$ cat config.mk
export PLATFORM = sky130hd
export DESIGN_NAME = fetchUnit
export DESIGN_NICKNAME = d
export VERILOG_FILES = /design/src/common/isaPkg.sv /design/src/source/fetchUnit.sv
export VERILOG_INCLUDE_DIRS = /design/src /design/src/common
export SDC_FILE = /design/constraint.sdc
export NUM_CORES = 1
export LEC_CHECK = 0
export BUFFER_PORTS_ARGS = -buffer_cell sky130_fd_sc_hd__buf_4
export CAP_MARGIN = 20
export CORE_ASPECT_RATIO = 0.6
export CORE_MARGIN = 4
export CORE_UTILIZATION = 30
export CTS_CLUSTER_SIZE = 40
export DETAILED_ROUTE_END_ITERATION = 10
export PLACE_DENSITY = 0.56
export SETUP_SLACK_MARGIN = 0.15
export SYNTH_ARGS = -nofsm -noshare
export SYNTH_HDL_FRONTEND = slang
export SYNTH_SLANG_ARGS = --single-unit
$ cat constraint.sdc
create_clock -name clk -period 4.26 [get_ports clk]
set_input_delay 0.426 -clock clk [delete_from_list [all_inputs] [get_ports clk]]
set_output_delay 0.426 -clock clk [all_outputs]
set_load 0.01 [all_outputs]
$ cat src/common/cpu_defs.svh
`ifndef CPU_DEFS_SVH
`define CPU_DEFS_SVH

////////////////////
// Datapath sizing
////////////////////

// Data and address width
`define CPU_DATA_W 32

// Architectural registers
`define CPU_REG_N 32

// Data RAM depth in words
`define CPU_DM_WORDS 1024

////////////////////
// Fixed addresses and indices
////////////////////

// First fetch after reset
`define CPU_RESET_PC 32'h0000_3000

// Link register for jal
`define CPU_RA 31

`endif
$ cat src/common/isaPkg.sv
`default_nettype none

package isaPkg;

	////////////////////
	// Instruction encodings
	////////////////////

	typedef enum logic [5:0] {
		opRType = 6'h00,
		opJ     = 6'h02,
		opJal   = 6'h03,
		opBeq   = 6'h04,
		opOri   = 6'h0d,
		opLui   = 6'h0f,
		opLw    = 6'h23,
		opSw    = 6'h2b
	} opcodeE;

	// Funct codes of the R group
	typedef enum logic [5:0] {
		fnSll  = 6'h00,
		fnJr   = 6'h08,
		fnJalr = 6'h09,
		fnAdd  = 6'h20,
		fnSub  = 6'h22
	} functE;

	// Three views of one instruction word
	typedef struct packed {
		opcodeE      op;
		logic [4:0]  rs;
		logic [4:0]  rt;
		logic [4:0]  rd;
		logic [4:0]  shamt;
		functE       funct;
	} rFmtT;

	typedef struct packed {
		opcodeE      op;
		logic [4:0]  rs;
		logic [4:0]  rt;
		logic [15:0] imm16;
	} iFmtT;

	typedef struct packed {
		opcodeE      op;
		logic [25:0] index26;
	} jFmtT;

	typedef union packed {
		rFmtT r;
		iFmtT i;
		jFmtT j;
	} instrFieldsT;

	////////////////////
	// Control selectors
	////////////////////

	typedef enum logic [1:0] {dstRt = 2'b00, dstRd = 2'b01, dstRa = 2'b10} regDstE;

	typedef enum logic [1:0] {wbAlu = 2'b00, wbMem = 2'b01, wbLink = 2'b10, wbUpper = 2'b11} wbSelE;

	typedef enum logic [1:0] {srcReg = 2'b00, srcImm = 2'b01, srcShamt = 2'b10} aluSrcE;

	typedef enum logic [1:0] {aluAdd = 2'b00, aluSub = 2'b01, aluOr = 2'b10, aluSll = 2'b11} aluOpE;

	// Jump shares the low bit with register jump
	typedef enum logic [1:0] {npcSeq = 2'b00, npcJump = 2'b01, npcBranch = 2'b10, npcReg = 2'b11} npcSelE;

	typedef struct packed {
		regDstE regDst;
		logic   regWrite;
		logic   signExt;
		aluSrcE aluSrc;
		aluOpE  aluOp;
		logic   memWrite;
		wbSelE  wbSel;
		npcSelE npcSel;
	} ctrlT;

endpackage

`default_nettype wire

$ cat src/source/fetchUnit.sv
`timescale 1ns/1ps
`default_nettype none

`include "cpu_defs.svh"

module fetchUnit (
	input  logic                   clk,
	input  logic                   rst,
	input  isaPkg::npcSelE         npcSel,
	input  logic                   equal,
	input  logic [15:0]            imm16,
	input  logic [25:0]            index26,
	input  logic [`CPU_DATA_W-1:0] rsData,
	output logic [`CPU_DATA_W-1:0] pc,
	output logic [`CPU_DATA_W-1:0] pcPlus4
);

	logic [`CPU_DATA_W-1:0] branchOffset;
	logic [`CPU_DATA_W-1:0] jumpTarget;
	logic [`CPU_DATA_W-1:0] nextPc;

	assign pcPlus4 = pc + `CPU_DATA_W'(4);

	// Word offset, sign extended
	assign branchOffset = {{(`CPU_DATA_W-18){imm16[15]}}, imm16, 2'b00};

	// Stays inside the current 256 MB region
	assign jumpTarget = {pc[`CPU_DATA_W-1 -: 4], index26, 2'b00};

	////////////////////
	// Next PC select
	////////////////////

	always_comb begin
		case (npcSel)
			isaPkg::npcBranch: nextPc = equal ? (pcPlus4 + branchOffset) : pcPlus4;
			isaPkg::npcJump:   nextPc = jumpTarget;
			isaPkg::npcReg:    nextPc = rsData;
			default:           nextPc = pcPlus4;
		endcase
	end

	always_ff @(posedge clk) begin
		if (rst) begin
			pc <= `CPU_RESET_PC;
		end else begin
			pc <= nextPc;
		end
	end

endmodule

`default_nettype wire

== Yosys cells after proc, flatten, opt, wreduce, memory -nomap -nowiden ==
Index checks and enable logic that the tools add are counted.
W data, S select, Z words.

* Flip-flop bits (word level): 32
* Latch bits: 0
* Memory bits (writable): 0
* Bits in read-only memories: 0
* Input port bits: 79
* Output and inout port bits: 64
* Logic and storage cells: 9
* Memories: 0

* $add $sub $neg: 2
* $mul: 0
* Divide/modulo/power cells: 0
* $lt $le $gt $ge: 0
* Equality and inequality tests: 3
* Shift-type cells: 0
* Multiplexer cells: 2
* Bitwise gates (word level): 0
* Reduce and logical (&&, ||, !) cells: 0

{| class="wikitable"
|+ Operator list
! operator !! count
|-
| $pmux W32 S3 || 1
|-
| $add A32 B3 Y32 const B || 1
|-
| $add A32 B32 Y32 || 1
|-
| $mux W32 || 1
|-
| $eq A2 B2 Y1 const B || 2
|-
| $eq A2 B1 Y1 const B || 1
|}

== Longest topological paths before layout ==
Gate-level depths: netlist of the first run.

* Depth in word-level cells: 4
* Gate-level depth with buffers: 17
* Depth with buffers taken out: 16

== Worst setup path after synthesis of the first run ==
No wires, ideal clock.

* Path kind: register to register
* Start point: register pc[7]
* End point: register pc[31]
* Library setup time: 87 ps
* Arrival time: 3567 ps
* Data required time: 4173 ps
* Path slack: 606 ps
* Stages on the path, launching flop included: 17
* Buffers on the path: 1
* Period minus slack after synthesis: 3654 ps
* Cells stage by stage: dfxtp_1 and4_1 nand3_2 or3_4 nor2_1 xor2_1 ha_1 buf_2 inv_1 nor3_1 a21o_1 a211oi_2 o2111ai_1 a31oi_1 xnor2_1 a211oi_2 nor4b_2

* Word-level cells in the longest chain between the ends: 4

{| class="wikitable"
|+ Ends and longest elaborated chain
! what !! line !! RTL
|-
| start: declaration || fetchUnit.sv:14 || <nowiki>output logic [`CPU_DATA_W-1:0] pc,</nowiki>
|-
| start signal: assignment || fetchUnit.sv:45 || <nowiki>pc <= `CPU_RESET_PC;</nowiki>
|-
| start signal: assignment || fetchUnit.sv:47 || <nowiki>pc <= nextPc;</nowiki>
|-
| $add A32 B3 Y32 || fetchUnit.sv:22 || <nowiki>assign pcPlus4 = pc + `CPU_DATA_W'(4);</nowiki>
|-
| via pcPlus4[18] || fetchUnit.sv:15 || <nowiki>output logic [`CPU_DATA_W-1:0] pcPlus4</nowiki>
|-
| $add A32 B32 Y32 || fetchUnit.sv:36 || <nowiki>isaPkg::npcBranch: nextPc = equal ? (pcPlus4 + branchOffset) : pcPlus4;</nowiki>
|-
| $mux W32 || fetchUnit.sv:36 ||
|-
| $pmux W32 S3 || fetchUnit.sv:35 || <nowiki>case (npcSel)</nowiki>
|}

The timed path passes the listed nets, and every way through them passes these cells.
A chain may end at the register's enable or synchronous reset.

== Worst setup path in the final report of the first run ==
* Start point: register pc[7]
* End point: register pc[31]

* Word-level cells in the longest chain between the ends: 4

{| class="wikitable"
|+ Ends and longest elaborated chain
! what !! line
|-
| $add A32 B3 Y32 * || fetchUnit.sv:22
|-
| $add A32 B32 Y32 || fetchUnit.sv:36
|-
| $mux W32 || fetchUnit.sv:36
|-
| $pmux W32 S3 * || fetchUnit.sv:35
|}

Mark *: on every way between the ends. The rest lies on a longest branch, timed or not.

==> qor.yml, run 1 <==
global_routing:
  grt_max_degree: 74
  grt_overflow: 0
  grtUsageTotal_pct: 20.3
  antenna_found_initial: 0
  grt_pass1_vias: 4420
  grt_pass1_wl_mm: 24.9
cells_and_area:
  area_delta_synth_final_pct: 36.1
  n_fill_cell: 1331
  multiInputGateArea_um2: 3240
  drive_gt1_share_pct: 30.7
  design_area_um2: 5470
  seq_area_um2: 642
  largest_reg_flops: 32
  fin_nets: 774
  fin_cells: 831
  top_regs: "pc: 32 flops"
  antennaDiodeCount: 0
  largest_register: "pc"
pwr:
  pwr-share-comb_pct: 50.0
  p_int_mw: 0.903
  switching_share_pct: 39.1
  pwr-share-seq_pct: 24.9
  power_mw: 1.48
  p_leak_nw: 2.45
  ir_drop_uv: 147
  power_density_nw_per_um2: 271
  p_switching_mw: 0.579
  p_clk_share_pct: 25.2
die:
  dieArea_um2: 15400
  coreArea_um2: 13000
  num_io_pins: 143
  fp.dieW_um: 157
  fp-row-count: 32
  die_y_um: 97.6
  initial_core_util_pct: 31.0
critical_path:
  crit_end: "pc[31]"
  required_ns: 4.46
  rr_endpoint: "pc[31]"
  critPathMaxFanout: 8
  ff2ff_path_depth: 14
  arrival_ns: 4.11
  start_kind: "flip-flop"
  worst_setup_path_end_kind: "flip-flop"
  crit_type: "reg2reg"
  reg2reg_slack_ns: 0.35
  reg2reg_from: "pc[7]"
  crit_path_start: "pc[7]"
timing:
  fin_skew_ns: 0.00430
  hold_viol: 0
  setup_tns_ns: 0
  fin_crit_sh_pct: 91.7
  setup_viol: 0
  max_freq_mhz: 256
  slew_headroom_pct: 48.3
  maxSlewViolCount: 0
  worstMarginPinSlew_ns: 0.775
  layout_min_cycle_time_ns: 3.91
  rsz0062_at_grt: "true"
synth:
  synth_edf_count: 0
  yosysTopAreaCell: "dfxtp_1"
  async_flop_share_pct: 0
  yosysSeqAreaShare_pct: 16.0
  ys_warn_count: 0
  synth_cell_type_count: 68
  yosysMostFrequentCell: "nor2_1"
  synthCells: 525
  synth_fp_nets: 639
  yosysTopAreaCellShare_pct: 16.0
  ys_top_cells_by_count: "nor2_1, a21oi_1, nand2_1"
  synth-main-ff-cell: "dfxtp_1"
  syn-cell-area_um2: 4020
  synth-seq-cells: 32
  netlist_top_cells_area: "dfxtp_1, ha_1, xnor2_1"
  synth.avg_cell_area_um2: 7.65
clock_network:
  clkTransAtPathRegs_ns: 0.06
  numCtsBuffers: 5
  cts_root_buf: "clkbuf_16"
  post_cts_buffers: 0
  cts_resized: 0
  tritoncts: "yes"
  cts_buffer_depth: 2
  clock_sinks: 32
  cts.htree.levels: 2
  insertion_delay_ns: 0.28
  cts-hold-fix-buffers: 0
place:
  port_buffers: 142
  dpl.hpwl_mm: 13.0
  gp_congestion: 0.934
  dpl_cell_area_um2: 5260
  dp_cells: 823
routing:
  first_pass_iters: 5
  drt-total-wl_mm: 16.1
  vias: 4523
  wl_per_cell_um: 19.4
  vias_per_cell: 5.44
  drc: 0
  ant_nets: 0
  drt-initial-drc-count: 348
run:
  max-cap-violations: 0
outcome:
  outcome: "finished, final reports clean"
worst_hold_path:
  hp-class: "in2reg"
[worst min-delay path by stage]
stage	from	end	cells after the start
after floorplan	pc[0]	pc[0]	2
final	rsData[0]	pc[0]	3
after CTS	rsData[1]	pc[1]	3
after global placement	pc[1]	pc[1]	2
after global routing	rsData[1]	pc[1]	3
after detailed placement	pc[0]	pc[0]	2
[kinds of logic after synthesis]
group / count (synthesis) / share of synthesized area [%]
flops: 32 / 16.0
buf+inv: 46 / 4.89
mux: 15 / 5.67
fa+ha+maj: 35 / 11.1
simple gates: 186 / 24.2
xor+xnor: 53 / 12.1
compound gates: 158 / 26.1
[stage by stage]
step | setup slack [ns] | utilization (%) | hold WS (ns)
2_1_floorplan | 0.606 | - | 0.502
3_3_place_gp | 0.209 | 40.6 | 0.470
3_5_place_dp | 0.216 | 40.6 | 0.485
4_1_cts | 0.170 | 41.7 | 0.401
5_1_grt | 0.101 | 42.1 | 0.408
6_report | 0.352 | 42.1 | 0.403
[per-layer routing]
layer  vias to the layer above  routed length (µm)  GRT usage (%)
met5                         -                   0              0
met4                         0                 104           3.17
met3                        10                1520           5.16
met2                       211                6410           28.1
met1                      2119                8080           31.7
li1                       2183                   -              -
[cell usage in the layout (no fill, tap or decap), types with 4 or more instances in the layout]
cell	instances
nor3_1	9
xnor2_2	5
mux2i_1	7
xor2_1	14
o21a_1	7
o21ai_1	5
dfxtp_1	31
clkbuf_16	5
o22ai_1	7
ha_1	32
nand3_1	19
nand2_1	40
a21oi_1	46
o21ai_0	24
xnor2_1	33
mux4_2	6
inv_1	20
buf_4	154
nor2b_1	18
nor2_1	51
o21bai_1	4
and4_1	4
a211oi_1	12
nand2b_1	10
a21o_1	14
nand4_1	8
o221ai_1	5
[power by group through the flow]
stage	registers (mW)	logic (mW)	clock network, mW
after floorplan	0.377	0.427	0
after global placement	0.372	0.719	0
after detailed placement	0.373	0.720	0
after CTS	0.366	0.725	0.376
after global routing	0.373	0.803	0.389
final	0.368	0.740	0.373
[final cells by class]
| cell class | instances | area share [%] |
|---|---|---|
| Clock buffer | 8 | 2.68 |
| Inverter | 20 | 1.37 |
| Multi-Input combinational cell | 447 | 59.2 |
| Sequential cell | 32 | 11.7 |
| Tap cell | 170 | 3.89 |
| Timing Repair Buffer | 154 | 21.1 |
[critical path: stages, from the launching register on]
cell,delay [ns]
dfxtp_1,0.47
and4_1,0.28
nand3_2,0.11
or3_4,0.42
xnor2_1,0.36
ha_1,0.40
a21o_1,0.19
a21oi_1,0.14
o22ai_1,0.15
a211oi_4,0.30
o2111ai_1,0.19
a31oi_1,0.25
xnor2_1,0.19
a211oi_2,0.11
nor4b_2,0.26
Power figures use the tool's default switching activity.
==> run 2: changes to the inputs <==
--- a/config.mk
+++ b/config.mk
@@ -8,12 +8,14 @@
 export LEC_CHECK = 0
 export BUFFER_PORTS_ARGS = -buffer_cell sky130_fd_sc_hd__buf_4
 export CAP_MARGIN = 20
+export CELL_PAD_IN_SITES_DETAIL_PLACEMENT = 1
+export CELL_PAD_IN_SITES_GLOBAL_PLACEMENT = 2
 export CORE_ASPECT_RATIO = 0.6
 export CORE_MARGIN = 4
-export CORE_UTILIZATION = 30
+export CORE_UTILIZATION = 28
 export CTS_CLUSTER_SIZE = 40
 export DETAILED_ROUTE_END_ITERATION = 10
-export PLACE_DENSITY = 0.56
+export PLACE_DENSITY = 0.85
 export SETUP_SLACK_MARGIN = 0.15
 export SYNTH_ARGS = -nofsm -noshare
 export SYNTH_HDL_FRONTEND = slang
==> qor.yml, run 2 (same netlist as run 1, synthesis figures left out) <==
outcome:
  outcome: "finished, final reports clean"
routing:
  drc: 0  # unchanged
  drt-initial-drc-count: 316  # -9.2%
  vias_per_cell: 5.32  # -2.3%
  ant_nets: 0  # unchanged
  vias: 4541  # +0.40%
  first_pass_iters: 5  # unchanged
  drt-total-wl_mm: 17.8  # +11%
  wl_per_cell_um: 20.9  # +7.7%
cells_and_area:
  largest_register: "pc"
  fin_cells: 854  # +2.8%
  fin_nets: 775  # +0.13%
  top_regs: "pc: 32 flops"
  largest_reg_flops: 32  # unchanged
  antennaDiodeCount: 0  # unchanged
  design_area_um2: 5510  # +0.71%
  area_delta_synth_final_pct: 37.1
  drive_gt1_share_pct: 30.5  # -0.20 points
  mostFrequentLayoutCells: "buf_4, nor2_1, a21oi_1"
  final_common_cell: "buf_4"
clock_network:
  tritoncts: "yes"
  insertion_delay_ns: 0.28  # about the same
  clkTransAtPathRegs_ns: 0.06  # about the same
  cts-hold-fix-buffers: 0  # unchanged
  numCtsBuffers: 5  # unchanged
  cts.htree.levels: 2  # unchanged
  cts_buffer_depth: 2  # unchanged
  clock_sinks: 32  # unchanged
  cts_root_buf: "clkbuf_16"
global_routing:
  grt_max_degree: 74  # unchanged
  grt_pass1_vias: 4626  # +4.7%
  grtUsageTotal_pct: 21.2  # +0.88 points
  grt_overflow: 0  # unchanged
  antenna_found_initial: 0  # unchanged
  grt_pass1_wl_mm: 27.3  # +9.7%
critical_path:
  crit_type: "reg2reg"
  worst_path_max_delay_cell: "dfxtp_1"
  reg2reg_slack_ns: 0.27  # -0.08 ns
  crit_path_start: "pc[2]"
  ff2ff_path_depth: 15  # +1
  worst_setup_path_end_kind: "flip-flop"
  required_ns: 4.45  # about the same
  critPathMaxFanout: 7  # -1
  start_kind: "flip-flop"
  reg2reg_from: "pc[2]"
  crit_path_cell_trace: "ha_1, nand4_1, or3_4, nand2b_1, xnor2_2, ha_1, a21oi_1, a2bb2oi_1, a21oi_1, nand2_1, o2111ai_1, a31oi_1, xnor2_1, a211oi_2, nor4b_2"
  arrival_ns: 4.18  # +0.07 ns
  max_stage_delay_ns: 0.43  # -0.04 ns
timing:
  setup_tns_ns: 0  # unchanged
  fin_crit_sh_pct: 93.6  # +1.8 points
  slew_headroom_pct: 46.2  # -2.1 points
  setup_viol: 0  # unchanged
  fin_skew_ns: 0.00619  # +0.00189 ns
  worstMarginPinSlew_ns: 0.806  # +0.0315 ns
  maxSlewViolCount: 0  # unchanged
  timing.hold.ws_ns: 0.402  # -0.00151 ns
  layout_min_cycle_time_ns: 3.99  # +0.0775 ns
  max_freq_mhz: 251  # -1.9%
  rsz0062_at_grt: "true"
  hold_viol: 0  # unchanged
place:
  dpl_cell_area_um2: 5280  # +0.38%
  dpl.hpwl_mm: 14.4  # +11%
  dp_cells: 844  # +2.6%
  port_buffers: 142  # unchanged
  gp_congestion: 0.920  # -1.5%
die:
  coreArea_um2: 13800  # +6.6%
  dieArea_um2: 16400  # +6.7%
  die_y_um: 101  # +3.2%
  initial_core_util_pct: 29.0  # -1.9 points
  fp.dieW_um: 163  # +3.3%
  num_io_pins: 143  # unchanged
  fp-row-count: 33  # +3.1%
pwr:
  power_density_nw_per_um2: 273  # +0.69%
  p_leak_nw: 2.46  # +0.55%
  ir_drop_uv: 133  # -9.2%
  power_mw: 1.50  # +1.4%
worst_hold_path:
  whs_path_depth: 3  # unchanged
  hp-class: "in2reg"
  min-delay-start: "rsData[1]"
run:
  max-cap-violations: 0  # unchanged
-- run 2: path summary, 6_finish.rpt --
path	end
worst max-delay path	pc[31]
worst min register to register	pc[0]
worst max register to register	pc[31]
worst min-delay path	pc[1]
-- run 2: layer usage --
metal  vias to the layer above  share of wire [%]  global-route usage [%]  routed length [µm]
met2                       139                 40                    30.2                7200
met1                      2219                 53                    34.3                9510
met4                         0               0.44                    2.19                  79
met5                         -                  0                       0                   0
met3                         4                5.9                    3.02                1050
li1                       2179                  -                       -                   -
-- run 2: final cells by class --
type                    instances  area (µm²)
repair buffers                155        1160
clock buffers                   8         146
multi-input cells             447        3240
well taps                     192         240
flip-flops and latches         32         641
inverters                      20        75.1
fillers                      1721        8330
-- run 2: power breakdown --
part           total, mW  switching (mW)  leakage [nW]  internal [mW]
sequential         0.370          0.0426         0.265          0.328
combinational      0.758           0.413          2.12          0.345
clock              0.373           0.140        0.0712          0.233
total               1.50           0.596          2.46          0.906
-- run 2: what timing repair did --
action	4_1_cts	5_1_grt
pin swaps	0	2
endpoints found under the setup margin	1	4
endpoints found under the hold margin	0	0
buffers inserted	0	2
gates resized for setup	2	7
-- run 2: critical path, delay by kind of cell, from the launching register on --
kind | cells | cell delay, ns
fa+ha+maj | 2 | 0.65
flops | 1 | 0.43
xor+xnor | 2 | 0.44
compound gates | 6 | 1.11
simple gates | 5 | 1.26
-- run 2: metrics by stage --
stage / setup WS (ns) / utilization, %
3_3_place_gp: 0.199 / 38.2
3_5_place_dp: 0.121 / 38.2
4_1_cts: 0.219 / 39.4
5_1_grt: 0.0877 / 39.8
2_1_floorplan: 0.606 / -
6_report: 0.274 / 39.8
==> run 3: changes to the inputs <==
==> config.mk (replaced) <==
export PLATFORM = sky130hd
export DESIGN_NAME = fetchUnit
export DESIGN_NICKNAME = d
export VERILOG_FILES = /design/src/common/isaPkg.sv /design/src/source/fetchUnit.sv
export VERILOG_INCLUDE_DIRS = /design/src /design/src/common
export SDC_FILE = /design/constraint.sdc
export NUM_CORES = 1
export LEC_CHECK = 0
export BUFFER_PORTS_ARGS = -buffer_cell sky130_fd_sc_hd__buf_2
export CAP_MARGIN = 20
export CELL_PAD_IN_SITES_DETAIL_PLACEMENT = 0
export CELL_PAD_IN_SITES_GLOBAL_PLACEMENT = 1
export CORE_ASPECT_RATIO = 0.6
export CORE_MARGIN = 4
export CORE_UTILIZATION = 30
export CTS_CLUSTER_SIZE = 40
export DETAILED_ROUTE_END_ITERATION = 10
export PLACE_DENSITY = 0.73
export RECOVER_POWER = 50
export SETUP_SLACK_MARGIN = 0.15
export SYNTH_ARGS = -nofsm -noshare
export SYNTH_HDL_FRONTEND = slang
export SYNTH_SLANG_ARGS = --single-unit
==> qor.yml, run 3 (same netlist as run 1, synthesis figures left out) <==
timing:
  layout_min_cycle_time_ns: 3.88  # -0.110 ns
  setup_viol: 0  # unchanged
  max_freq_mhz: 258  # +2.8%
  maxSlewViolCount: 0  # unchanged
  slew_headroom_pct: 16.1  # -30 points
  fin_crit_sh_pct: 91.0  # -2.6 points
  rsz0062_at_grt: "true"
  worstMarginPinSlew_ns: 1.26  # +0.452 ns
  hold_viol: 0  # unchanged
  fin_skew_ns: 0.00365  # -0.00254 ns
  setup_tns_ns: 0  # unchanged
global_routing:
  grt_pass1_vias: 4161  # -10%
  grt_overflow: 0  # unchanged
  grtUsageTotal_pct: 20.0  # -1.2 points
  grt_max_degree: 50  # -32%
  grt_pass1_wl_mm: 24.2  # -11%
  antenna_found_initial: 0  # unchanged
cells_and_area:
  n_fill_cell: 1410  # -18%
  largest_reg_flops: 32  # unchanged
  final_core_util_pct: 38.9  # -0.93 points
  largest_register: "pc"
  mostFrequentLayoutCells: "buf_2, nor2_1, clkbuf_1"
  fin_nets: 774  # -0.13%
  fin_cells: 831  # -2.7%
  final_common_cell: "buf_2"
  area_delta_synth_final_pct: 25.6
  antennaDiodeCount: 0  # unchanged
  top_regs: "pc: 32 flops"
  design_area_um2: 5040  # -8.4%
  drive_gt1_share_pct: 23.9  # -6.6 points
place:
  dpl.hpwl_mm: 12.9  # -10%
  dpl_cell_area_um2: 4890  # -7.4%
  gp_congestion: 0.992  # +7.8%
  port_buffers: 142  # unchanged
  dp_cells: 821  # -2.7%
pwr:
  power_density_nw_per_um2: 281  # +2.9%
  p_leak_nw: 2.18  # -11%
  power_mw: 1.42  # -5.7%
  ir_drop_uv: 149  # +12%
routing:
  first_pass_iters: 4  # -1
  drc: 0  # unchanged
  wl_per_cell_um: 19.2  # -8.3%
  ant_nets: 0  # unchanged
  vias: 4458  # -1.8%
  drt-initial-drc-count: 344  # +8.9%
  vias_per_cell: 5.36  # +0.89%
  drt-total-wl_mm: 15.9  # -11%
die:
  num_io_pins: 143  # unchanged
  dieArea_um2: 15400  # -6.2%
  coreArea_um2: 13000  # -6.2%
  fp-row-count: 32  # -3.0%
  fp.dieW_um: 157  # -3.2%
  die_y_um: 97.6  # -3.1%
  initial_core_util_pct: 31.0  # +1.9 points
clock_network:
  cts.htree.levels: 2  # unchanged
  insertion_delay_ns: 0.28  # about the same
  cts_root_buf: "clkbuf_16"
  clock_sinks: 32  # unchanged
  numCtsBuffers: 5  # unchanged
  tritoncts: "yes"
  cts-hold-fix-buffers: 0  # unchanged
  clkTransAtPathRegs_ns: 0.06  # about the same
  cts_buffer_depth: 2  # unchanged
critical_path:
  worst_setup_path_end_kind: "flip-flop"
  start_kind: "flip-flop"
  critPathMaxFanout: 8  # +1
  rr_endpoint: "pc[31]"
  reg2reg_slack_ns: 0.38  # +0.11 ns
  arrival_ns: 4.06  # -0.12 ns
  ff2ff_path_depth: 15  # unchanged
  required_ns: 4.45  # about the same
  crit_type: "reg2reg"
  reg2reg_from: "pc[2]"
worst_hold_path:
  whs_endpoint: "pc[0]"
  whs_path_depth: 3  # unchanged
  hp-class: "in2reg"
  min-delay-start: "rsData[0]"
outcome:
  outcome: "finished, final reports clean"
run:
  max-cap-violations: 0  # unchanged
==> run 3: cell type report <==
type,count,area [µm²],area share [%]
Multi-Input combinational cell,447,3230,64.0
Timing Repair Buffer,154,741,14.7
Sequential cell,32,641,12.7
Tap cell,170,213,4.22
Clock buffer,8,146,2.90
Inverter,20,75.1,1.49
==> run 3: worst max-delay path by stage <==
| stage | start | endpoint | slack (ns) |
|---|---|---|---|
| after floorplan | pc[7] | pc[31] | 0.61 |
| after global placement | pc[2] | pc[31] | 0.34 |
| after detailed placement | pc[2] | pc[31] | 0.24 |
| after CTS | pc[2] | pc[31] | 0.22 |
| after global routing | pc[2] | pc[31] | 0.08 |
| final | pc[2] | pc[31] | 0.38 |
==> run 3: routing by layer <==
metal	GRT usage, %	share of wire (%)	vias to the layer above
met2	26.0	38	186
met4	2.84	0.48	0
met1	32.2	52	2083
met3	5.96	10	4
li1	-	-	2185
met5	0	0	-
==> run 3: what timing repair did <==
action,in CTS,in global routing
setup buffers,0,2
gates resized for setup,0,9
endpoints found under the setup margin,0,4
==> run 3: power by group <==
part | internal [mW] | switching, mW | total, mW
sequential | 0.328 | 0.0386 | 0.366
combinational | 0.281 | 0.398 | 0.679
clock | 0.233 | 0.138 | 0.371
total | 0.842 | 0.574 | 1.42
==> run 3: worst max-delay path: stages, from the launching register on <==
cell       delay [ns]
dfxtp_1          0.43
ha_2             0.26
nand4_1          0.19
or3_4            0.42
nor2_1           0.20
xor2_2           0.21
ha_2             0.37
inv_1            0.14
nor3_1           0.07
a21o_1           0.19
a211oi_4         0.32
o2111ai_1        0.19
a31oi_1          0.22
xnor2_1          0.18
a211oi_2         0.11
nor4b_2          0.28
==> run 3: per-stage QoR <==
stage	hold slack, ns	setup slack [ns]
after CTS	0.383	0.218
after global placement	0.462	0.345
after global routing	0.401	0.0794
final	0.390	0.385
after detailed placement	0.484	0.239
after floorplan	0.502	0.606
